`src/vdma_pkg.sv`:
```
// video frame writer shared definitions
// pixel and beat geometry, AXI constants, common types and FSM states
package vdma_pkg;

    // pixel and beat geometry
    localparam int PIX_W        = 24;
    localparam int PIX_PER_BEAT = 5;
    localparam int BEAT_W       = 128;
    localparam int BEAT_BYTES   = 16;
    localparam int ID_W         = 4;

    // AXI encodings, 16 bytes per beat
    localparam logic [2:0] AXI_SIZE       = 3'd4;
    localparam logic [1:0] AXI_BURST_INCR = 2'b01;

    // free entries left when the source gets told to stop
    localparam int ALMOST_MARGIN = 4;

    typedef logic [PIX_W-1:0]  pix_t;
    typedef logic [BEAT_W-1:0] beat_t;
    typedef logic [31:0]       addr_t;
    typedef logic [7:0]        burst_len_t;
    // fifo occupancy and pending beats, depth up to 512
    typedef logic [9:0]        count_t;
    typedef logic [ID_W-1:0]   axi_id_t;

    typedef enum logic [1:0] {
        SCHED_IDLE,
        SCHED_REQ_FULL,
        SCHED_REQ_TAIL,
        SCHED_WAIT_DONE
    } sched_state_t;

    typedef enum logic [1:0] {
        WR_IDLE,
        WR_ADDR,
        WR_DATA,
        WR_RESP
    } wr_state_t;

endpackage

```
`src/pixel_packer.sv`:
```
// pixel packer
// packs five 24-bit pixels top-down into one 128-bit beat
// flushes a zero-padded partial beat when vsync rises, then flags frame end
module pixel_packer import vdma_pkg::*; (
    input  logic  clock,
    input  logic  arst_n,
    input  logic  vsync,
    input  logic  de,
    input  pix_t  idata,
    output logic  beat_push,
    output beat_t beat,
    output logic  frame_end
);

    localparam logic [2:0] LAST_SLOT = 3'(PIX_PER_BEAT - 1);

    logic       vsync_d;
    logic       vsync_rise;
    logic       pix_vld;
    logic       flush_d;
    logic [2:0] slot;
    beat_t      acc;
    beat_t      filled;

    assign vsync_rise = vsync && !vsync_d;
    // no pixels during vertical blanking
    assign pix_vld = de && !vsync;

    // accumulator with the incoming pixel dropped into its slot
    always_comb begin
        filled = acc;
        filled[BEAT_W-1 - int'(slot)*PIX_W -: PIX_W] = idata;
    end

    always_ff @(posedge clock or negedge arst_n) begin
        if (!arst_n) begin
            vsync_d   <= 1'b0;
            flush_d   <= 1'b0;
            frame_end <= 1'b0;
            beat_push <= 1'b0;
            slot      <= '0;
            acc       <= '0;
        end else begin
            vsync_d   <= vsync;
            beat_push <= 1'b0;
            // frame_end trails the flush beat by one cycle
            flush_d   <= vsync_rise;
            frame_end <= flush_d;
            if (vsync_rise) begin
                // partial beat only if some slot holds a pixel
                beat_push <= (slot != '0);
                slot      <= '0;
                acc       <= '0;
            end else if (pix_vld) begin
                if (slot == LAST_SLOT) begin
                    beat_push <= 1'b1;
                    slot      <= '0;
                    acc       <= '0;
                end else begin
                    acc  <= filled;
                    slot <= slot + 3'd1;
                end
            end
        end
    end

    // output beat register
    always_ff @(posedge clock) begin
        if (vsync_rise) begin
            // unfilled slots are still zero
            beat <= acc;
        end else if (pix_vld && slot == LAST_SLOT) begin
            beat <= filled;
        end
    end

endmodule

```
`config.mk`:
```
export PLATFORM = sky130hd
export DESIGN_NAME = pixel_packer
export DESIGN_NICKNAME = d
export VERILOG_FILES = /design/src/vdma_pkg.sv /design/src/pixel_packer.sv
export SDC_FILE = /design/constraint.sdc
export NUM_CORES = 1
export LEC_CHECK = 0
export BUFFER_PORTS_ARGS = -buffer_cell sky130_fd_sc_hd__buf_2
export CORE_ASPECT_RATIO = 0.7
export CORE_UTILIZATION = 30
export DETAILED_ROUTE_END_ITERATION = 10
export SLEW_MARGIN = 20
export SYNTH_ARGS = -nofsm -noshare
export SYNTH_HDL_FRONTEND = slang
export SYNTH_SLANG_ARGS = --single-unit
```
`constraint.sdc`:
```
create_clock -name clock -period 12.33 [get_ports clock]
set_input_delay 3.699 -clock clock [delete_from_list [all_inputs] [get_ports clock]]
set_output_delay 3.699 -clock clock [all_outputs]
set_load 0.05 [all_outputs]
```
==> Word level (Yosys, flattened, before mapping) <==
Cells that the tools add are included.
{ "word_totals": {"ff_bits": 263} }
{ "classes": {"addsub": 3, "n_mul": 1, "eq_ne": 1, "shifts": 2, "n_mux": 12, "reduce_logical": 8} }
{ "op_table": {"columns": ["operator", "count"], "rows": [
  ["2-to-1 mux 128 bit", 5],
  ["variable shift 24 x 33 -> 151 bit (first input constant)", 1],
  ["indexed part select 24 x 33 -> 151 bit", 1],
  ["bitwise mux 128 bit", 1],
  ["negation 9 -> 33 bit", 1],
  ["2-to-1 mux 3 bit", 3],
  ["subtractor 7 x 8 -> 9 bit (first input constant)", 1],
  ["multiplier 3 x 2 -> 5 bit (second input constant)", 1],
  ["nonzero test 2 bit", 2],
  ["adder 3 x 1 -> 3 bit (second input constant)", 1],
  ["equality test 3 bit (second input constant)", 1],
  ["logical AND 1 bit", 3],
  ["2-to-1 mux 1 bit", 3],
  ["nonzero test 3 bit", 1],
  ["zero test 1 bit", 2]
]} }

==> Longest topological paths before layout <==
{ "logic_depth": {"depth_word": 8, "mapped_depth": 9} }

==> Worst setup path after synthesis <==
OpenSTA, ideal clock, no wires.
{ "synth_timing": {"path_type": "input -> register", "startpoint": "input port vsync", "endpoint": "register beat[0] (enable)", "arrival_ns": 9.604, "slack_ns": 2.107, "cell_stages": 4, "cell_sequence": "nand2_1 -> o21ai_1 -> clkbuf_1 -> nor2_1"} }
{ "synth_between": {"elab_chain_cells": 4, "word_cells_on_any_way": 5, "cone_classes": "5 x reduce/logical"} }
{ "synth_lines": {"columns": ["element", "line", "text"], "rows": [
  ["start: declaration", "pixel_packer.sv:7", "input logic vsync,"],
  ["zero test 1 bit", "pixel_packer.sv:27", "assign pix_vld = de && !vsync;"],
  ["logical AND 1 bit", "pixel_packer.sv:27", null],
  ["logical AND 1 bit", "pixel_packer.sv:72", "end else if (pix_vld && slot == LAST_SLOT) begin"],
  ["nonzero test 2 bit (no source line) *", null, null],
  ["end signal: assignment", "pixel_packer.sv:73", "beat <= filled;"],
  ["end: declaration", "pixel_packer.sv:11", "output beat_t beat,"]
]} }
Every way passes the cells marked *; elsewhere a longest branch is shown, timed or not.
A chain may end at the register's enable or synchronous reset.

==> Worst setup path in the final report <==
{ "layout_timing": {"startpoint": "input port vsync", "endpoint": "register beat[40] (data pin)"} }
{ "layout_between": {"elab_chain_cells": 2} }
{ "layout_lines": {"columns": ["element", "line", "text"], "rows": [
  ["logical AND 1 bit", "pixel_packer.sv:25", "assign vsync_rise = vsync && !vsync_d;"],
  ["named net vsync_rise", "pixel_packer.sv:18", "logic vsync_rise;"],
  ["2-to-1 mux 128 bit", "pixel_packer.sv:69", "if (vsync_rise) begin"]
]} }
The timed path passes the listed nets, and every way through them passes these cells.

==> impl_metrics.toml <==
[run_status]
status = "complete, no violations"

[logic_synthesis]
synthArstFlopShare_pct = 51.33
synth.area.mux_share_pct = 7.959
synth-compound-area-share_pct = 18.33
synth_top_area_cell = "edfxtp_1"
syn-num-nets = 960
synth_top_family_by_area = "compound AO/OA/AOI/OAI gates"
synth-simple-area-share_pct = 8.702
ys_seq_area_share_pct = 61.25
synth_most_common_cell = "dfrtp_1"
synthAdderAreaFrac_pct = 0.5943
synth.top_cell.area_share_pct = 32.60
synth-xor-area-share_pct = 0.3502
syn_area_per_cell_sq_um = 12.72
synth.distinct_cells = 66
synthFlopType = "dfrtp_1"
yosys_warnings = 0
synth_seq_cells = 263
synthTopCellsByArea = "edfxtp_1 33%, dfrtp_1 29%, mux2_2 5.6%"
synth_area_sq_um = 11790
synth_edf_count = 128
syn_inst = 927
synth_common_cells = "135 x dfrtp_1, 128 x edfxtp_1, 106 x nand2_1"

[clock_tree]
postCtsSetupBuffers = 0
cts_resized = 0
clock_latency_ns = 0.55
cts_root_buf = "clkbuf_16"
ctsHoldBuffers = 0
clk_pin_slew_worst_paths_ns = 0.07
clockBufferDepth = 3
cts_tree = "yes"
numCtsBuffers = 26
clkSinkCount = 263
htree_levels = 1

[run]
max-cap-violations = 0

[placement]
place_area_sq_um = 13140
gp_congestion = 0.8173
dp.cells = 1575
portBuffers = 157
hpwl_um = 23340

[timing]
fin_tns_setup_ns = 0
setup_viol = 0
drv_slew = 0
rsz0062_at_grt = "no"
finClkSkew_ns = 0.02214
max_freq_mhz = 177.7
final_hold_viol_count = 0
worstMarginPinSlew_ns = 1.066
period_share_pct = 45.64
slew_headroom_pct = 28.85
period_needed_ns = 5.628

[power_and_ir_drop]
power.leakage_uw = 0.005759
powerDensity_nw_per_um2 = 175.3
ir_drop_mv = 0.09433

[setup_path]
critical_path.cell_chain = "buf_2 > nand2b_1 > buf_4 > inv_1 > nor3_1 > nor2b_1 > mux2_2"
r2r_start = "slot[1]"
crit_path_end = "beat[40]"
ff2ff_setup_slack_ns = 7.98
path_class = "input pin to flop"
arrival_ns = 5.92
crit_family = "simple AND/OR/NAND/NOR gates"
crit_fanout = 32
cpMaxStageDelayCell = "nor2b_1"
crit_start = "vsync"
critPathBufInv = 3
startpoint_type = "input pin"
cp-end-kind = "flop"
critPathMaxStageDelay_ns = 0.64
r2r-end = "beat[50]"
reg2regPathDepth = 8
worst-path-stages = 7
timing.critical_path.required_ns = 12.62

[final_layout]
drive_gt1_share_pct = 27.37
finalNetCount = 1109
final-instance-count-excl-fill = 1628
final_util_pct = 36.37
stdcell_area_sq_um = 14040
synthToLayoutAreaGrowth_pct = 19.05

[global_routing]
grt_max_degree = 77
track_usage_pct = 16.77
grt_first_pass_wirelength_um = 51340
grt_pass1_vias = 8133
overflow = 0
antenna_found_initial = 5

[worst_hold_path]
hold_class = "flop to flop"

[route]
ant_nets = 0
wl_um = 34100
vias_per_cell = 5.264
num_vias = 8570
drt_iter0_markers = 759
dr.pass1.iters = 5
drc = 0
wire_per_inst_um = 20.95

[floorplan]
die_h_um = 167.9
initial_core_util_pct = 30.55
io_pins = 158
coreArea_sq_um = 38590
fp.dieArea_sq_um = 40110
placementRows = 60
die-width_um = 238.9
## worst min-delay path by stage
stage	start	end	slack (ns)	depth (start not counted)
floorplan	flush_d	frame_end	0.33	0
global route	flush_d	frame_end	0.37	0
global placement	flush_d	frame_end	0.34	0
detailed placement	flush_d	frame_end	0.33	0
finish	flush_d	frame_end	0.35	0
CTS	flush_d	frame_end	0.35	0
## area by class of cell
| class | instances | area [sq um] |
|---|---|---|
| clock buffer | 39 | 812.0 |
| fill | 3843 | 24550 |
| inverter | 27 | 101.3 |
| sequential | 263 | 7222 |
| multi-input combinational | 587 | 4278 |
| antenna | 5 | 12.51 |
| clock inverter | 9 | 57.56 |
| tap | 527 | 659.4 |
| timing repair buffer | 171 | 893.4 |
## layer usage
| metal | vias up | routed length, um | global-route usage [%] |
|---|---|---|---|
| met4 | 0 | 892 | 4.627 |
| met2 | 293 | 14240 | 23.00 |
| met5 | - | 0 | 0 |
| met3 | 53 | 2081 | 2.919 |
| li1 | 3920 | - | - |
| met1 | 4304 | 16890 | 26.56 |
## state kept, by name (all words and copies together) (netlist names)
| register | count |
|---|---|
| slot | 3 |
| beat_push | 1 |
| acc | 128 |
| frame_end | 1 |
| flush_d | 1 |
| beat | 128 |
| vsync_d | 1 |
## power breakdown
part / switching, uW / total, uW / internal [uW]
Clock: 342 / 798 / 456
Sequential: 33.1 / 1050 / 1010
Combinational: 456 / 617 / 161
## layout by cell type (no fill, tap or decap), types with 14 or more instances in the layout
cell,instances
inv_1,26
nand2_1,106
a31oi_1,28
o22ai_1,21
dfrtp_1,135
buf_4,15
o21ai_1,19
nand3_1,14
a22o_1,50
o21ai_0,52
o2bb2ai_1,50
mux2i_1,26
buf_2,156
clkbuf_16,28
nand4_1,14
mux2_2,59
edfxtp_1,128
## per-stage QoR
stage,hold WS (ns),worst slack (ns),power [uW]
after global placement,0.3390,6.254,1671
after detailed placement,0.3347,6.169,1672
after global routing,0.3717,6.446,2557
after CTS,0.3505,6.741,2479
final,0.3498,6.702,2461
after floorplan,0.3312,2.107,1502
## cell families after synthesis
logic type,count (synthesis)
adder cells (fa/ha/maj),5
XOR/XNOR,3
AO/OA/AOI/OAI,297
multiplexers,86
flip-flops,263
buffers and inverters,77
AND/OR/NAND/NOR,196
(Power assumes the default switching activity.)
