**config.mk**
```make
export PLATFORM = sky130hd
export DESIGN_NAME = burst_scheduler
export DESIGN_NICKNAME = d
export VERILOG_FILES = /design/src/vdma_pkg.sv /design/src/burst_scheduler.sv
export SDC_FILE = /design/constraint.sdc
export NUM_CORES = 1
export LEC_CHECK = 0
export BUFFER_PORTS_ARGS = -buffer_cell sky130_fd_sc_hd__buf_2
export CAP_MARGIN = 10
export CORE_AREA = 2 2 86 88
export CTS_CLUSTER_DIAMETER = 150
export DETAILED_ROUTE_END_ITERATION = 8
export DIE_AREA = 0 0 88 90
export GPL_TIMING_DRIVEN = 0
export PLACE_DENSITY_LB_ADDON = 0.15
export SYNTH_ARGS = -nofsm -noshare
export SYNTH_HDL_FRONTEND = slang
export SYNTH_SLANG_ARGS = --single-unit
```
**constraint.sdc**
```tcl
create_clock -name clock -period 3.4 [get_ports clock]
set_clock_uncertainty 0.1 [all_clocks]
set_input_delay 0 -clock clock [delete_from_list [all_inputs] [get_ports clock]]
set_output_delay 0 -clock clock [all_outputs]
set_load 0.03 [all_outputs]
```
**src/vdma_pkg.sv**
```systemverilog
// video frame writer shared definitions
// pixel and beat geometry, AXI constants, common types and FSM states
package vdma_pkg;

    // pixel and beat geometry
    localparam int PIX_W        = 24;
    localparam int PIX_PER_BEAT = 5;
    localparam int BEAT_W       = 128;
    localparam int BEAT_BYTES   = 16;
    localparam int ID_W         = 4;

    // AXI encodings, 16 bytes per beat
    localparam logic [2:0] AXI_SIZE       = 3'd4;
    localparam logic [1:0] AXI_BURST_INCR = 2'b01;

    // free entries left when the source gets told to stop
    localparam int ALMOST_MARGIN = 4;

    typedef logic [PIX_W-1:0]  pix_t;
    typedef logic [BEAT_W-1:0] beat_t;
    typedef logic [31:0]       addr_t;
    typedef logic [7:0]        burst_len_t;
    // fifo occupancy and pending beats, depth up to 512
    typedef logic [9:0]        count_t;
    typedef logic [ID_W-1:0]   axi_id_t;

    typedef enum logic [1:0] {
        SCHED_IDLE,
        SCHED_REQ_FULL,
        SCHED_REQ_TAIL,
        SCHED_WAIT_DONE
    } sched_state_t;

    typedef enum logic [1:0] {
        WR_IDLE,
        WR_ADDR,
        WR_DATA,
        WR_RESP
    } wr_state_t;

endpackage

```
**src/burst_scheduler.sv**
```systemverilog
// burst scheduler
// tracks beats not yet requested and issues full or tail burst requests
// keeps the frame write address, reloaded from baseaddr at frame close
module burst_scheduler import vdma_pkg::*; #(
    parameter int BURST_LEN = 16
) (
    input  logic       clock,
    input  logic       arst_n,
    input  logic       beat_push,
    input  logic       frame_end,
    input  addr_t      baseaddr,
    input  logic       req_done,
    output logic       burst_req,
    output addr_t      req_addr,
    output burst_len_t req_len
);

    sched_state_t state;
    count_t       pending;
    logic         tail_pend;
    logic         issue;
    count_t       issue_beats;
    addr_t        addr;
    addr_t        addr_step;

    assign req_addr = addr;

    // issue states last one cycle, that is when pending gets charged
    assign issue       = (state == SCHED_REQ_FULL) || (state == SCHED_REQ_TAIL);
    assign issue_beats = issue ? count_t'(req_len) + count_t'(1) : '0;

    // bytes covered by the request just completed
    assign addr_step = (addr_t'(req_len) + addr_t'(1)) << $clog2(BEAT_BYTES);

    // beats packed but not yet handed to a request
    always_ff @(posedge clock or negedge arst_n) begin
        if (!arst_n) begin
            pending <= '0;
        end else begin
            pending <= pending + count_t'(beat_push) - issue_beats;
        end
    end

    always_ff @(posedge clock or negedge arst_n) begin
        if (!arst_n) begin
            state     <= SCHED_IDLE;
            burst_req <= 1'b0;
            req_len   <= '0;
            addr      <= '0;
            // set so the first idle cycle loads the base address
            tail_pend <= 1'b1;
        end else begin
            case (state)
                SCHED_IDLE: begin
                    if (pending >= count_t'(BURST_LEN)) begin
                        state     <= SCHED_REQ_FULL;
                        burst_req <= 1'b1;
                        req_len   <= burst_len_t'(BURST_LEN - 1);
                    end else if (tail_pend) begin
                        if (pending != '0) begin
                            // short burst drains the remainder
                            state     <= SCHED_REQ_TAIL;
                            burst_req <= 1'b1;
                            req_len   <= burst_len_t'(pending - count_t'(1));
                        end else begin
                            // frame closed, next frame starts at base
                            addr      <= baseaddr;
                            tail_pend <= 1'b0;
                        end
                    end
                end
                SCHED_REQ_FULL, SCHED_REQ_TAIL: begin
                    state <= SCHED_WAIT_DONE;
                end
                SCHED_WAIT_DONE: begin
                    // engine done with the burst
                    if (req_done) begin
                        burst_req <= 1'b0;
                        addr      <= addr + addr_step;
                        state     <= SCHED_IDLE;
                    end
                end
                default: begin
                    state     <= SCHED_IDLE;
                    burst_req <= 1'b0;
                end
            endcase
            // a new frame end always wins over the clear above
            if (frame_end) begin
                tail_pend <= 1'b1;
            end
        end
    end

endmodule

```
# Yosys cells after proc, flatten, opt, wreduce, memory -nomap -nowiden
# Index checks and enable logic that the tools add are counted.
# W data, S select, Z words.
dict set report totals {
  reg_bits 54
  input_bits 37
  out_inout_bits 41
  elab_cells 60
}
dict set report classes {
  n_mux 24
  eq_ne 10
  n_lt_le_gt_ge 1
  add_sub_neg 6
  reduce_logical 13
}
# operator count
set op_table {}
lappend op_table {{$mux W32} 4}
lappend op_table {{$pmux W32 S2} 1}
lappend op_table {{$add A32 B13 Y32} 1}
lappend op_table {{$mux W8} 3}
lappend op_table {{$add A8 B1 Y9 const B} 2}
lappend op_table {{$add A10 B1 Y10} 1}
lappend op_table {{$ge A10 B5 Y1 const B} 1}
lappend op_table {{$ne A2 B2 Y1 const B} 5}
lappend op_table {{$reduce_bool A10 Y1} 1}
lappend op_table {{$sub A10 B9 Y10} 1}
lappend op_table {{$mux W1} 9}
lappend op_table {{$mux W9} 1}
lappend op_table {{$mux W2} 4}
lappend op_table {{$reduce_bool A2 Y1} 4}
lappend op_table {{$sub A8 B1 Y8 const B} 1}
lappend op_table {{$ne A3 B3 Y1 const B} 2}
lappend op_table {{$pmux W2 S3} 1}
lappend op_table {{$reduce_and A3 Y1} 2}
lappend op_table {{$reduce_and A5 Y1} 1}
lappend op_table {{$eq A2 B2 Y1 const B} 2}
lappend op_table {{$reduce_and A4 Y1} 1}
lappend op_table {{$eq A2 B1 Y1 const B} 1}
lappend op_table {{$logic_not A2 Y1} 1}
lappend op_table {{$pmux W1 S2} 1}
lappend op_table {{other kinds (3)} 3}

# Longest topological paths before layout
dict set report depth {
  ltp_word 6
  depth_mapped 14
  mapped_depth_nobuf 13
}

# Worst setup path before layout
# OpenSTA, ideal clock, no wires.
dict set report synth_timing {
  path_type {register to register}
  from {register req_len[0]}
  to {register addr[22] (netlist: req_addr[22])}
  stages_incl_launch_ff 11
  t_required_ns 3.170
  t_arrival_ns 2.861
  setup_ns 0.130
  path_slack_ns 0.310
  n_path_buf 0
  period_less_slack_ns 3.090
  cell_sequence {dfrtp_1 and3_1 nand3_1 or2_2 xnor2_1 ha_1 a2111o_1 o211ai_2 a21oi_1 a311oi_1 nor3_1}
}
dict set report synth_between {
  elab_chain_len 4
}
# item line
set synth_lines {}
lappend synth_lines {{from (decl)} burst_scheduler.sv:15} ;# output burst_len_t req_len
lappend synth_lines {{from (signal assigned)} burst_scheduler.sv:58} ;# req_len <= burst_len_t'(BURST_LEN - 1);
lappend synth_lines {{from (signal assigned)} burst_scheduler.sv:64} ;# req_len <= burst_len_t'(pending - count_t'(1));
lappend synth_lines {{$add A8 B1 Y9} burst_scheduler.sv:33} ;# assign addr_step = (addr_t'(req_len) + addr_t'(1)) << $clog2(BEAT_BYTES);
lappend synth_lines {{$add A32 B13 Y32} burst_scheduler.sv:79} ;# addr <= addr + addr_step;
lappend synth_lines {{$mux W32} burst_scheduler.sv:77} ;# if (req_done) begin
lappend synth_lines {{$pmux W32 S2} burst_scheduler.sv:53} ;# case (state)
lappend synth_lines {{to (signal assigned)} burst_scheduler.sv:67} ;# addr <= baseaddr;
lappend synth_lines {{to (signal assigned)} burst_scheduler.sv:79}
lappend synth_lines {{to (decl)} burst_scheduler.sv:23} ;# addr_t addr;
# Every way passes these cells. The select of a mux whose other input is x is not followed.
# A chain may end at the register's enable or synchronous reset.

# Final worst setup path
dict set report layout_timing {
  from {register req_len[1]}
  to {register addr[22] (netlist: req_addr[22])}
}
# The elaborated chain is that of the path after synthesis.

==> impl_metrics.xml <==
<?xml version="1.0" encoding="UTF-8"?>
<metrics>
  <group name="setup_path">
    <metric name="timing.critical_path.to_type" unit="">flop</metric>
    <metric name="cp_slowest_cell" unit="">a2111o_1</metric>
    <metric name="crit_chain" unit="">and3_1, nand3_1, or2_2, xnor2_1, ha_1, a2111o_1, o211ai_4, a21oi_2, a311oi_1, nor3_1</metric>
    <metric name="cp_peak_stage_delay" unit="ns">0.48</metric>
    <metric name="ff2ff_setup_slack" unit="ns">0.17</metric>
    <metric name="worst_setup_path_start_kind" unit="">flop</metric>
    <metric name="criticalPathCategory" unit="">flop to flop</metric>
    <metric name="worst_setup_path_endpoint" unit="">req_addr[22]</metric>
    <metric name="reg2regPathDepth" unit="">10</metric>
    <metric name="critPathLaunch" unit="">req_len[1]</metric>
    <metric name="arrival" unit="ns">3.34</metric>
    <metric name="crit_path_max_fanout" unit="">7</metric>
    <metric name="critPathRequiredTime" unit="ns">3.51</metric>
    <metric name="reg2reg_to" unit="">req_addr[22]</metric>
    <metric name="crit-reg2reg-launch" unit="">req_len[1]</metric>
  </group>
  <group name="clocking">
    <metric name="ctsHtreeMaxLevel" unit="">2</metric>
    <metric name="post-cts-setup-buffers" unit="">0</metric>
    <metric name="cts-root-to-sink-buffers" unit="">2</metric>
    <metric name="clkSinkCount" unit="">54</metric>
    <metric name="tritoncts" unit="">yes</metric>
    <metric name="clk_root_buffer_cell" unit="">clkbuf_8</metric>
    <metric name="tritoncts.num_buffers" unit="">5</metric>
    <metric name="path_clk_slew" unit="ns">0.12</metric>
    <metric name="clock_insertion_delay_worst_skew" unit="ns">0.32</metric>
  </group>
  <group name="synthesis">
    <metric name="yosys.area_share.simple" unit="">0.173</metric>
    <metric name="synth_compound_gate_area_share" unit="">0.222</metric>
    <metric name="postSynthNetCount" unit="">485</metric>
    <metric name="ys_seq_elements" unit="">54</metric>
    <metric name="async_reset_ff_frac" unit="">1.00</metric>
    <metric name="synth_largest_area_cell" unit="">dfrtp_1</metric>
    <metric name="synth_sequential_area_ratio" unit="">0.363</metric>
    <metric name="most_numerous_cell_types_in_the_synthesized_netlist" unit="">53 x dfrtp_1, 49 x nand2_1, 32 x nor2_1</metric>
    <metric name="postSynthAreaPerCell" unit="µm²">8.97</metric>
    <metric name="synthMuxAreaShare" unit="">0.0407</metric>
    <metric name="number_of_instances_in_the_synthesized_netlist" unit="">415</metric>
    <metric name="mappedNetlistArea" unit="mm²">0.00372</metric>
    <metric name="dominant_combinational_cell_family_by_area_after_synthesis" unit="">compound AO/OA/AOI/OAI gates</metric>
    <metric name="xor_xnor_fraction_of_synth_area" unit="">0.0494</metric>
    <metric name="synthFlopType" unit="">dfrtp_1</metric>
    <metric name="post-synth-top-area-fraction" unit="">0.356</metric>
    <metric name="synthesis.yosys.warnings" unit="">0</metric>
    <metric name="synth-edff-count" unit="">0</metric>
    <metric name="synth_top_area_cells" unit="">dfrtp_1 36%, ha_1 10%, nand2_1 4.9%, mux2i_1 3.8%, xnor2_1 3.5%</metric>
    <metric name="adder_cell_share_of_the_synthesized_area" unit="">0.115</metric>
    <metric name="post_synth_num_cell_types" unit="">56</metric>
    <metric name="post-synth-top-count-cell" unit="">dfrtp_1</metric>
  </group>
  <group name="sta">
    <metric name="achievable_clock_frequency" unit="GHz">0.309</metric>
    <metric name="max_slew_margin" unit="">0.333</metric>
    <metric name="setup_tns" unit="ns">0</metric>
    <metric name="fin_hold_ws" unit="ns">0.0911</metric>
    <metric name="setup_slack" unit="ns">0.167</metric>
    <metric name="worstMarginPinSlew" unit="ns">0.993</metric>
    <metric name="unrepaired_setup_endpoints_after_global_routing" unit="">yes</metric>
    <metric name="report.final.hold_viol_count" unit="">0</metric>
    <metric name="finalCriticalPeriod" unit="ns">3.23</metric>
    <metric name="final_number_of_max_transition_violations" unit="">0</metric>
    <metric name="final.period_utilization" unit="">0.951</metric>
    <metric name="finalSetupViolCount" unit="">0</metric>
  </group>
  <group name="cells_and_area">
    <metric name="post_route_cells_drive_above_1_share" unit="">0.207</metric>
    <metric name="syn_to_final_growth" unit="%">27.4</metric>
    <metric name="number_of_standard_cells_in_the_final_layout_excluding_fillers" unit="">635</metric>
    <metric name="n_antenna_cell" unit="">0</metric>
    <metric name="stdcell_area" unit="mm²">0.00474</metric>
    <metric name="num-fill-cells" unit="">580</metric>
    <metric name="post_route_utilization" unit="">0.675</metric>
    <metric name="nets" unit="">605</metric>
  </group>
  <group name="run_status">
    <metric name="run_status" unit="">completed</metric>
  </group>
  <group name="global_routing">
    <metric name="gr-usage-all-layers" unit="">0.267</metric>
    <metric name="antenna_found_initial" unit="">0</metric>
    <metric name="use_met1" unit="">0.351</metric>
    <metric name="grt_most_used_layer" unit="">met2</metric>
    <metric name="grt_use_met2" unit="">0.460</metric>
    <metric name="grt_first_pass_wirelength" unit="µm">16900</metric>
    <metric name="grt.met3_usage" unit="">0.0285</metric>
    <metric name="first_global_vias" unit="">3586</metric>
    <metric name="gr-total-overflow" unit="">0</metric>
    <metric name="largest_net_degree_at_the_start_of_global_routing" unit="">34</metric>
  </group>
  <group name="routing">
    <metric name="ant_nets" unit="">0</metric>
    <metric name="route.final.wire_length" unit="µm">10000</metric>
    <metric name="route.vias.total" unit="">3583</metric>
    <metric name="drc" unit="">0</metric>
    <metric name="detailedRoute.firstPassIterationCount" unit="">4</metric>
    <metric name="initialDrtViolationCount" unit="">151</metric>
    <metric name="wl_per_cell" unit="µm">15.8</metric>
    <metric name="post_drt_via_cell_ratio" unit="">5.64</metric>
  </group>
  <group name="power_and_ir_drop">
    <metric name="post-layout-total-power" unit="mW">4.41</metric>
    <metric name="leakage" unit="nW">2.10</metric>
    <metric name="vdd_drop_max" unit="V">0.000760</metric>
    <metric name="powerDensity" unit="mW/mm²">931</metric>
  </group>
  <group name="worst_hold_path">
    <metric name="worst_hold_path_type" unit="">input pin to asynchronous set/reset pin</metric>
  </group>
  <group name="die">
    <metric name="initial_core_util" unit="">0.530</metric>
    <metric name="design.portCount" unit="">78</metric>
    <metric name="design.core.area" unit="mm²">0.00702</metric>
    <metric name="die_w" unit="µm">88</metric>
    <metric name="die_y_extent" unit="µm">90</metric>
    <metric name="row_count" unit="">31</metric>
    <metric name="dieArea" unit="mm²">0.00792</metric>
  </group>
  <group name="placed_design">
    <metric name="dp_slack" unit="ns">-0.000384</metric>
    <metric name="post_detail_place_hpwl" unit="µm">7460</metric>
    <metric name="post_dp_cell_area" unit="mm²">0.00425</metric>
    <metric name="io_buffer_count" unit="">77</metric>
    <metric name="globalplace.congestion" unit="">0.859</metric>
    <metric name="placed_cells" unit="">592</metric>
  </group>
  <group name="job">
    <metric name="timing.max_cap.violations" unit="">0</metric>
  </group>
</metrics>
==> repair_timing <==
item,CTS,global route
endpoints found under the hold margin,88,0
gates resized for setup,1,7
pin swaps,0,0
hold buffers,36,0
endpoints found under the setup margin,1,9
cloned,0,0
==> where the power goes <==
part / internal (mW) / leakage (nW) / switching, mW
combinational: 1.11 / 1.42 / 1.67
sequential: 0.926 / 0.635 / 0.298
clock: 0.169 / 0.0478 / 0.238
==> worst min path at each step <==
stage / from / endpoint / cells after the start
after floorplan: arst_n / burst_req / 0
after global placement: frame_end / tail_pend / 2
after detailed placement: arst_n / req_addr[30] / 1
after CTS: arst_n / req_len[4] / 2
after global routing: arst_n / req_len[4] / 2
final: arst_n / req_addr[30] / 2
==> layer usage <==
layer  up-vias  share of wire
met5         -              0
met3        17          0.047
li1       1761              -
met1      1689           0.43
met2       116           0.51
met4         0          0.018
==> kinds of logic after synthesis <==
logic type,Yosys count
adder cells (fa/ha/maj),33
flip-flops,54
buffers and inverters,33
AND/OR/NAND/NOR,136
multiplexers,15
XOR/XNOR,21
AO/OA/AOI/OAI,123
==> final cells by class <==
class                      count  area (µm²)  share of cell area
clock buffer                   6        82.6              0.0174
clock inverter                 2        16.3             0.00343
multi-input combinational    328        2260               0.478
buffer                        15        70.1              0.0148
tap                           99         124              0.0261
inverter                      17        63.8              0.0135
sequential                    54        1350               0.286
timing repair buffer         114         766               0.162
==> worst max-delay path, delay by kind of cell (launching register included) <==
family                   cells  cell delay (ns)
AO/OA/AOI/OAI                4             1.25
XOR/XNOR                     1             0.24
adder cells (fa/ha/maj)      1             0.34
flip-flops                   1             0.45
AND/OR/NAND/NOR              4             0.74
==> flip-flops by register name, indices dropped and copies added (netlist names) <==
register	flops
req_addr	32
tail_pend	1
req_len	8
state	2
burst_req	1
pending	10
==> layout by cell type (no fill, tap or decap), drive strengths merged, types with 12 or more instances in the layout <==
| cell | n |
|---|---|
| buf | 84 |
| dfrtp | 53 |
| nand2 | 50 |
| dlygate4sd3 | 36 |
| nor2 | 33 |
| ha | 31 |
| o21ai | 26 |
| a21oi | 25 |
| inv | 18 |
| a211oi | 16 |
| xnor2 | 15 |
| clkbuf | 15 |
| mux2i | 14 |
| nand3 | 13 |
| a22oi | 12 |
Power figures use the tool's default switching activity.
