==> src/vdma_pkg.sv <==
// video frame writer shared definitions
// pixel and beat geometry, AXI constants, common types and FSM states
package vdma_pkg;

    // pixel and beat geometry
    localparam int PIX_W        = 24;
    localparam int PIX_PER_BEAT = 5;
    localparam int BEAT_W       = 128;
    localparam int BEAT_BYTES   = 16;
    localparam int ID_W         = 4;

    // AXI encodings, 16 bytes per beat
    localparam logic [2:0] AXI_SIZE       = 3'd4;
    localparam logic [1:0] AXI_BURST_INCR = 2'b01;

    // free entries left when the source gets told to stop
    localparam int ALMOST_MARGIN = 4;

    typedef logic [PIX_W-1:0]  pix_t;
    typedef logic [BEAT_W-1:0] beat_t;
    typedef logic [31:0]       addr_t;
    typedef logic [7:0]        burst_len_t;
    // fifo occupancy and pending beats, depth up to 512
    typedef logic [9:0]        count_t;
    typedef logic [ID_W-1:0]   axi_id_t;

    typedef enum logic [1:0] {
        SCHED_IDLE,
        SCHED_REQ_FULL,
        SCHED_REQ_TAIL,
        SCHED_WAIT_DONE
    } sched_state_t;

    typedef enum logic [1:0] {
        WR_IDLE,
        WR_ADDR,
        WR_DATA,
        WR_RESP
    } wr_state_t;

endpackage

==> src/axi_write_engine.sv <==
// AXI write engine
// runs one INCR write burst per request through AW, W and B
// pops the beat FIFO on every accepted W beat
module axi_write_engine import vdma_pkg::*; #(
    parameter int AXI_ID = 0
) (
    input  logic       clock,
    input  logic       arst_n,
    input  logic       burst_req,
    input  addr_t      req_addr,
    input  burst_len_t req_len,
    output logic       req_done,
    input  logic       fifo_empty,
    input  beat_t      fifo_dout,
    output logic       fifo_pop,
    output axi_id_t    awid,
    output addr_t      awaddr,
    output burst_len_t awlen,
    output logic [2:0] awsize,
    output logic [1:0] awburst,
    output logic       awvalid,
    input  logic       awready,
    output beat_t      wdata,
    output logic       wlast,
    output logic       wvalid,
    input  logic       wready,
    input  axi_id_t    bid,
    input  logic [1:0] bresp,
    input  logic       bvalid,
    output logic       bready
);

    wr_state_t  state;
    burst_len_t beat_cnt;
    logic       w_fire;

    // fixed burst attributes
    assign awid    = axi_id_t'(AXI_ID);
    assign awsize  = AXI_SIZE;
    assign awburst = AXI_BURST_INCR;

    // data straight from the fifo head
    assign wdata    = fifo_dout;
    assign wvalid   = (state == WR_DATA) && !fifo_empty;
    assign wlast    = (state == WR_DATA) && (beat_cnt == awlen);
    assign w_fire   = wvalid && wready;
    assign fifo_pop = w_fire;

    // address and length latched when leaving idle
    always_ff @(posedge clock) begin
        if (state == WR_IDLE && burst_req && !req_done) begin
            awaddr <= req_addr;
            awlen  <= req_len;
        end
    end

    always_ff @(posedge clock or negedge arst_n) begin
        if (!arst_n) begin
            state    <= WR_IDLE;
            awvalid  <= 1'b0;
            bready   <= 1'b0;
            req_done <= 1'b0;
            beat_cnt <= '0;
        end else begin
            req_done <= 1'b0;
            case (state)
                WR_IDLE: begin
                    // request still high during the done pulse, skip it
                    if (burst_req && !req_done) begin
                        state    <= WR_ADDR;
                        awvalid  <= 1'b1;
                        beat_cnt <= '0;
                    end
                end
                WR_ADDR: begin
                    if (awready) begin
                        awvalid <= 1'b0;
                        state   <= WR_DATA;
                    end
                end
                WR_DATA: begin
                    if (w_fire) begin
                        beat_cnt <= beat_cnt + 1'b1;
                        if (wlast) begin
                            bready <= 1'b1;
                            state  <= WR_RESP;
                        end
                    end
                end
                WR_RESP: begin
                    // response code not inspected
                    if (bvalid) begin
                        bready   <= 1'b0;
                        req_done <= 1'b1;
                        state    <= WR_IDLE;
                    end
                end
                default: begin
                    state <= WR_IDLE;
                end
            endcase
        end
    end

endmodule

==> config.mk <==
export PLATFORM = sky130hd
export DESIGN_NAME = axi_write_engine
export DESIGN_NICKNAME = d
export VERILOG_FILES = /design/src/vdma_pkg.sv /design/src/axi_write_engine.sv
export SDC_FILE = /design/constraint.sdc
export NUM_CORES = 1
export LEC_CHECK = 0
export ABC_CLOCK_PERIOD_IN_PS = 3500
export BUFFER_PORTS_ARGS = -buffer_cell sky130_fd_sc_hd__buf_2
export CAP_MARGIN = 20
export CORE_AREA = 8 8 134 136
export DETAILED_ROUTE_END_ITERATION = 10
export DIE_AREA = 0 0 142 144
export GPL_TIMING_DRIVEN = 0
export PLACE_DENSITY = 0.57
export SKIP_LAST_GASP = 1
export SYNTH_ARGS = -nofsm -noshare
export SYNTH_HDL_FRONTEND = slang
export SYNTH_SLANG_ARGS = --single-unit
==> constraint.sdc <==
create_clock -name clock -period 3.5 [get_ports clock]
set_clock_uncertainty 0.2 [all_clocks]
set_input_delay 0 -clock clock [delete_from_list [all_inputs] [get_ports clock]]
set_output_delay 0 -clock clock [all_outputs]
set_load 0.02 [all_outputs]
### Word level (Yosys, flattened, before mapping)

Index checks and enable logic that the tools add are counted.

| word-level totals | value |
|---|---|
| register bits | 53 |
| bits in latches | 0 |
| RAM bits | 0 |
| bits in read-only memories | 0 |
| bits of input ports | 181 |
| memories | 0 |

| cells by class | value |
|---|---|
| $add $sub $neg | 1 |
| multiply operators | 0 |
| divide/modulo/power cells | 0 |
| $lt $le $gt $ge | 0 |
| equality and inequality tests | 9 |
| shift-type cells | 0 |
| multiplexer cells | 18 |
| bitwise logic cells | 0 |
| reduce and logical (&&, ||, !) cells | 16 |

Operators with widths:

| operator | number |
|---|---|
| 2-to-1 mux 8 bit | 2 |
| one-hot mux 8 bit (2 select lines) | 1 |
| 2-to-1 mux 2 bit | 5 |
| adder 8 x 1 -> 8 bit, second input constant | 1 |
| == test 8 bit | 1 |
| inequality test 2 bit, second input constant | 4 |
| one-hot mux 2 bit (4 select lines) | 1 |
| 2-to-1 mux 1 bit | 7 |
| logical AND 1 bit | 6 |
| AND reduction 3 bit | 2 |
| nonzero test 2 bit | 3 |
| AND reduction 5 bit | 1 |
| == test 2 bit, second input constant | 2 |
| one-hot mux 1 bit (2 select lines) | 2 |
| AND reduction 4 bit | 1 |
| == test 2 x 1 -> 1 bit, second input constant | 1 |
| zero test 1 bit | 2 |
| zero test 2 bit | 1 |
| inequality test 2 x 1 -> 1 bit, second input constant | 1 |

### Longest topological paths before layout

Gate-level depths: netlist of the first run.

| logic depth | value |
|---|---|
| word-level depth | 5 |
| depth in mapped cells | 7 |
| gate-level depth less buffers | 6 |

### Worst setup path after synthesis of the first run

OpenSTA, ideal clock, no wires.

| timing path | value |
|---|---|
| path type | reg-to-reg |
| start | register state[0] |
| end | register awaddr[0] (enable) |
| arrival | 2.510 ns |
| slack | 0.351 ns |
| stages on the path, launching flop included | 5 |
| cell sequence | dfrtp_1 inv_1 ha_1 inv_1 nor2_1 |

| on the way | value |
|---|---|
| longest elaborated chain between the ends | 3 |

Ends and longest elaborated chain:

| element | RTL line | text |
|---|---|---|
| from (decl) | axi_write_engine.sv:33 | `wr_state_t state;` |
| from (signal assigned) | axi_write_engine.sv:59 | `state <= WR_IDLE;` |
| from (signal assigned) | axi_write_engine.sv:70 | `state <= WR_ADDR;` |
| from (signal assigned) | axi_write_engine.sv:78 | `state <= WR_DATA;` |
| zero test 2 bit | axi_write_engine.sv:51 | `if (state == WR_IDLE && burst_req && !req_done) begin` |
| logical AND 1 bit (2 in a row) | axi_write_engine.sv:51 |  |
| to (signal assigned) | axi_write_engine.sv:52 | `awaddr <= req_addr;` |
| to (decl) | axi_write_engine.sv:17 | `output addr_t awaddr,` |

No other way between the ends.
A chain may end at the register's enable or synchronous reset.

### Final worst setup path of the first run

| timing path | value |
|---|---|
| start | register state[0] |
| end | register bready |

| on the way | value |
|---|---|
| longest elaborated chain between the ends | 5 |
| elaborated cells on any way between the ends | 11 |
| classes of those cells | 5 x eq/ne; 1 x mux; 5 x reduce/logical |

Ends and longest elaborated chain:

| element | RTL line | text |
|---|---|---|
| == test 2 bit | axi_write_engine.sv:44, axi_write_engine.sv:45, axi_write_engine.sv:66 |  |
| logical AND 1 bit | axi_write_engine.sv:44 | `assign wvalid = (state == WR_DATA) && !fifo_empty;` |
| logical AND 1 bit | axi_write_engine.sv:46 | `assign w_fire = wvalid && wready;` |
| inequality test 2 bit (no source line) | n/a |  |
| AND reduction 4 bit (no source line) | n/a |  |
| to (signal assigned) | axi_write_engine.sv:61 | `bready <= 1'b0;` |
| to (signal assigned) | axi_write_engine.sv:85 | `bready <= 1'b1;` |
| to (signal assigned) | axi_write_engine.sv:93 | `bready <= 1'b0;` |
| to (decl) | axi_write_engine.sv:30 | `output logic bready` |

Parallel ways exist; a longest one is shown, timed or not.

==> impl_metrics.toml, run 1 <==
[grt]
grt_max_degree = 22
grtUsageTotal_pct = 12.8
antenna_found_initial = 3
grt_pass1_wl_um = 19300
grt_overflow_total = 0
grt_pass1_vias = 2951

[clock_tree]
root_buffer = "clkbuf_16"
clkSinkCount = 53
clk_latency_ns = 0.29
cts_max_level = 2
cts_tree = "done"
ctsHoldBuffers = 49
post_cts.repair.setup_buffers = 0
clockBufferDepth = 2
cts-buffers-inserted = 5
path_clk_slew_ns = 0.07
cts_resized = 0

[critical_path]
worstSetupEndpoint = "bready$_DFFE_PN0P_"
timing.rr.end = "bready$_DFFE_PN0P_"
critPathMaxStageDelay_ns = 0.58
arrival_ns = 3.00
crit_start = "state[0]$_DFFE_PN0P_"
endpoint_kind = "flop"
reg2reg_depth = 9
cp_max_fo = 10
start_kind = "flop"
path_cells = "inv_1, ha_1, buf_2, inv_1, nor2_1, nand2_1, dlygate4sd3_1, o31ai_1, dlygate4sd3_1"
slowest_stage = "dlygate4sd3_1"
required_ns = 3.53
r2r_slack_ns = 0.53
timing.rr.start = "state[0]$_DFFE_PN0P_"
path_class = "reg2reg"

[layout]
fin_nets = 745
fillCellCount = 1690
layout_commonest_cell = "buf_2"
post-route-util_pct = 32.3
regArea_um2 = 1530
multi_input_area_um2 = 554
area_growth_pct = 66.5
layout_common_cells = "222 x buf_2, 137 x buf_4, 49 x dlygate4sd3_1"
antenna_cells = 0
drive_gt1_share_pct = 67.1

[drt]
vias_per_cell = 3.58
drt_iter0_drc = 106
drtAntennaViolNets = 0
via_count = 2791
totalWireLength_um = 14600
route.detailed.drc = 0
avgRoutedWirePerCell_um = 18.7
drt-pass1-iter-count = 4

[sta]
finalSetupTns_ns = 0
drv_slew = 0
setup_viol = 0
finalHoldViolCount = 0
tightestPinTransition_ns = 0.681
relSlewSlack_pct = 54.5
finalCriticalPeriod_ns = 2.97
rsz0062_at_grt = "no"
timing.fmax_ghz = 0.337
timing.final.crit_share_pct = 84.8

[die]
row_count = 47
die_x_um = 142
die_area_um2 = 20400
start_util_pct = 19.4
ios = 364
die_y_um = 144
core-area_um2 = 16100

[min_path]
hold_depth = 4
hold_path_class = "in2reg"

[logic_synthesis]
yosys_warnings = 0
synth_seq_area_share_pct = 49.1
syn_avg_cell_area_um2 = 11.4
synth_seq_cells = 53
synth_cell_types = 31
synthCells = 274
syn_area_um2 = 3110

[placement]
hpwlAfterDp_um = 12300
numPortBuffers = 220
gp_congestion = 0.830

[pwr]
ir_worst_vdd_uv = 430
p_leak_uw = 0.00264
powerDensity_nw_per_um2 = 462

[status]
status = "finished, final reports clean"

[job]
maxCapViolations = 0
[Yosys cell counts, drive strengths merged]
master	number	area, um^2
buf	139	1040
edfxtp	40	1200
nand2	14	52.6
dfrtp	13	325
nor2	10	37.5
xor2	8	70.1
inv	7	26.3
ha	6	75.1
o21ai	5	25.0
nand3	4	20.0
nor4	4	37.5
xnor2	3	26.3
a21oi	2	10.0
conb	2	7.51
nand2b	2	27.5
nor3	2	10.0
o31ai	2	15.0
a211o	1	10.0
a21bo	1	10.0
a22o	1	17.5
a22oi	1	7.51
and2	1	6.26
and3	1	6.26
mux2	1	11.3
mux2i	1	10.0
o221ai	1	8.76
o32a	1	10.0
o41ai	1	8.76
[kinds of logic (layout without fill, tap and decap cells)]
logic type,Yosys count,after routing,synth area share [%]
buffers and inverters,146,424,34.2
and+or+nand+nor,38,38,6.35
other,2,9,0.241
AOI/OAI and AO/OA,16,16,3.94
muxes,2,2,0.684
xor gates and xnor gates,11,11,3.10
adders and majority gates,6,6,2.41
DFF,53,53,49.1
[worst min-delay path by stage]
| stage | slack, ns | end | from |
|---|---|---|---|
| floorplan | -0.50 | awvalid$_DFFE_PN0P_ | arst_n |
| finish | 0.01 | beat_cnt[0]$_DFFE_PN0P_ | burst_req |
| CTS | 0.006 | beat_cnt[0]$_DFFE_PN0P_ | burst_req |
| global route | 0.02 | wdata[109] | fifo_dout[109] |
| global placement | -0.29 | state[0]$_DFFE_PN0P_ | arst_n |
| detailed placement | -0.29 | state[1]$_DFFE_PN0P_ | arst_n |
[state kept, by name, summed over array words and instances (netlist names)]
signal and cells:
req_done 1, beat_cnt 8, awlen 8, awvalid 1
bready 1, state 2, awaddr 32
[through the flow]
stage	instance area [um^2]	setup slack [ns]	instances	hold slack, ns	total power (uW)
floorplan	3140	0.351	281	-0.496	1560
global placement	4510	-0.443	721	-0.286	1860
detailed placement	4550	1.26	722	-0.286	1890
CTS	5180	0.604	779	0.00649	2430
global route	5180	0.262	779	0.0239	2540
finish	5180	0.532	779	0.0149	2400
[layout make-up]
cell class | instances | area share [%]
clock buffer | 5 | 2.41
clock inverter | 3 | 0.338
buffer | 139 | 20.0
inverter | 7 | 0.507
multi-input combinational | 82 | 10.7
timing repair buffer | 270 | 31.2
sequential | 53 | 29.5
tap | 220 | 5.31
[worst max-delay path: cells and delay by family, from the launching register on]
family	cells	cell delay, ns
AOI/OAI and AO/OA	1	0.18
adders and majority gates	1	0.14
buffers and inverters	5	1.64
DFF	1	0.41
and+or+nand+nor	2	0.34
[where the power goes]
| part | internal [uW] | switching (uW) |
|---|---|---|
| sequential | 824 | 69.9 |
| combinational | 420 | 601 |
| clock | 262 | 219 |
| total | 1510 | 890 |
[routing by layer]
layer	share of wire [%]	vias to the layer above	GRT usage (%)	wire, um
li1	-	1323	-	-
met1	37	1256	13.4	5450
met2	48	187	22.0	7060
met3	12	19	6.90	1790
met4	1.8	6	3.22	270
met5	0.27	-	0	39
No activity file was read; power rests on OpenSTA's default activity.
==> run 2: changes to the inputs <==
--- a/config.mk
+++ b/config.mk
@@ -5,7 +5,7 @@
 export SDC_FILE = /design/constraint.sdc
 export NUM_CORES = 1
 export LEC_CHECK = 0
-export ABC_CLOCK_PERIOD_IN_PS = 3500
+export ABC_CLOCK_PERIOD_IN_PS = 2800
 export BUFFER_PORTS_ARGS = -buffer_cell sky130_fd_sc_hd__buf_2
 export CAP_MARGIN = 20
 export CORE_AREA = 8 8 134 136
==> constraint.sdc (replaced) <==
create_clock -name clock -period 2.8 [get_ports clock]
set_clock_uncertainty 0.2 [all_clocks]
set_input_delay 0 -clock clock [delete_from_list [all_inputs] [get_ports clock]]
set_output_delay 0 -clock clock [all_outputs]
set_load 0.02 [all_outputs]
==> impl_metrics.toml, run 2 (synthesized netlist as in run 1, its figures left out) <==
[clock_tree]
root_buffer = "clkbuf_16"
clk_latency_ns = 0.29
cts-buffers-inserted = 5
clkSinkCount = 53
cts_max_level = 2
cts_resized = 0
clockBufferDepth = 2
path_clk_slew_ns = 0.07
cts_tree = "done"

[die]
ios = 364
row_count = 47
die_area_um2 = 20400
die_x_um = 142
die_y_um = 144
core-area_um2 = 16100
start_util_pct = 19.4

[pwr]
pwr-share-comb_pct = 42.3
p_int_uw = 1900
power_switching_uw = 1150
p_leak_uw = 0.00264
p_clk_share_pct = 20.9
swShare_pct = 37.7
ir_worst_vdd_uv = 509
powerDensity_nw_per_um2 = 587
p_seq_share_pct = 36.8

[min_path]
hold_path_class = "in2reg"
hold_depth = 4
holdPathEnd = "beat_cnt[6]$_DFFE_PN0P_"
worstHoldStart = "burst_req"

[layout]
area_growth_pct = 66.8
postLayoutCellArea_um2 = 5190
largest-register = "awaddr"
layout_common_cells = "222 x buf_2, 137 x buf_4, 49 x dlygate4sd3_1"
regArea_um2 = 1530
final_cells = 779
multi_input_area_um2 = 554
largest_registers = "awaddr x32, awlen x8, beat_cnt x8"
largest_register_ffs = 32
layout_commonest_cell = "buf_2"
drive_gt1_share_pct = 67.3
fillCellCount = 1658
fin_nets = 745
antenna_cells = 0
post-route-util_pct = 32.3

[grt]
grt_pass1_wl_um = 19800
grt_pass1_vias = 3060
grt_max_degree = 24
met3_usage_pct = 7.46
grtUsageTotal_pct = 13.2
met2_usage_pct = 22.9
grtUsageMet1_pct = 13.3
top_usage_layer = "met2"
grt_overflow_total = 0
antenna_found_initial = 3

[placement]
dp_worst_setup_slack_ns = 0.576
hpwlAfterDp_um = 12600
gp_congestion = 0.820
placed_cell_area_um2 = 4550
numPortBuffers = 220
placed_cells = 722

[drt]
avgRoutedWirePerCell_um = 19.2
drt_iter0_drc = 102
vias_per_cell = 3.59
via_count = 2799
drtAntennaViolNets = 0
route.detailed.drc = 0
drt-pass1-iter-count = 4
totalWireLength_um = 14900

[critical_path]
timing.rr.start = "state[0]$_DFFE_PN0P_"
slowest_stage = "dlygate4sd3_1"
required_ns = 2.80
path_class = "reg2reg"
critPathMaxStageDelay_ns = 0.56
cpMostUsedCell = "inv_1"
path_delay_family = "buffers and inverters"
reg2reg_depth = 8
arrival_ns = 2.35
r2r_slack_ns = 0.45
worst-path-buf-inv = 4
cp_max_fo = 10
endpoint_kind = "flop"
timing.rr.end = "bready$_DFFE_PN0P_"
start_kind = "flop"
path_cells = "inv_1, ha_1, buf_2, inv_1, nor2_1, nand2_1, dlygate4sd3_1, o31ai_1"

[sta]
tightestPinTransition_ns = 0.648
timing.final.crit_share_pct = 83.8
fin_ws_ns = 0.453
finalHoldViolCount = 0
relSlewSlack_pct = 56.7
rsz0062_at_grt = "no"
finalCriticalPeriod_ns = 2.35
setup_viol = 0
timing.fmax_ghz = 0.426
drv_slew = 0

[job]
maxCapViolations = 0

[status]
status = "finished, final reports clean"
[run 2: changes by cell type in the layout (fill, tap and decap cells not counted), sizes merged]
cell,previous run,this run
clkinv,2,0
clkinvlp,1,2
inv,7,8
[run 2: layout make-up]
class / instances / area share, %
timing repair buffer: 270 / 31.2
inverter: 7 / 0.506
clock buffer: 5 / 2.41
multi-input combinational: 82 / 10.7
tap: 220 / 5.30
clock inverter: 3 / 0.506
sequential: 53 / 29.4
buffer: 139 / 20.0
[run 2: timing repair]
item                                   4_1_cts  5_1_grt
hold buffers                                49        0
buffers inserted                             0        0
endpoints found under the hold margin       59        0
[run 2: tightest hold or removal path: cells and delay by family]
| kind | cells | cell delay (ns) |
|---|---|---|
| compound gates | 2 | 0.26 |
| buf+inv | 1 | 0.11 |
| simple gates | 1 | 0.10 |
[run 2: stage by stage]
step	power, uW	setup TNS [ns]	hold slack, ns
after floorplan	1940	0	-0.496
after global placement	2330	-10.25	-0.285
after detailed placement	2360	0	-0.286
after CTS	3080	0	0.00328
after global routing	3210	0	0.0237
final	3050	0	0.0115
[run 2: power by group through the flow]
stage	registers (uW)	clock network (uW)	logic (uW)
floorplan	1250	0	690
global placement	1140	0	1190
detailed placement	1140	0	1230
CTS	1120	655	1300
global route	1140	677	1390
finish	1120	638	1290
[run 2: worst max path at each step]
stage | startpoint | endpoint | slack, ns | cells past startpoint
finish | state[0]$_DFFE_PN0P_ | bready$_DFFE_PN0P_ | 0.45 | 8
global route | state[0]$_DFFE_PN0P_ | bready$_DFFE_PN0P_ | 0.35 | 8
CTS | state[0]$_DFFE_PN0P_ | bready$_DFFE_PN0P_ | 0.45 | 8
detailed placement | state[0]$_DFFE_PN0P_ | awaddr[6]$_DFFE_PP_ | 0.58 | 5
global placement | state[0]$_DFFE_PN0P_ | awlen[2]$_DFFE_PP_ | -0.25 | 4
floorplan | state[0]$_DFFE_PN0P_ | awaddr[0]$_DFFE_PP_ | 0.31 | 4
[run 2: routing by layer]
metal,up-vias,routed length [um]
met1,1260,5390
met5,-,29
met2,194,7300
met4,6,215
li1,1322,-
met3,17,2000
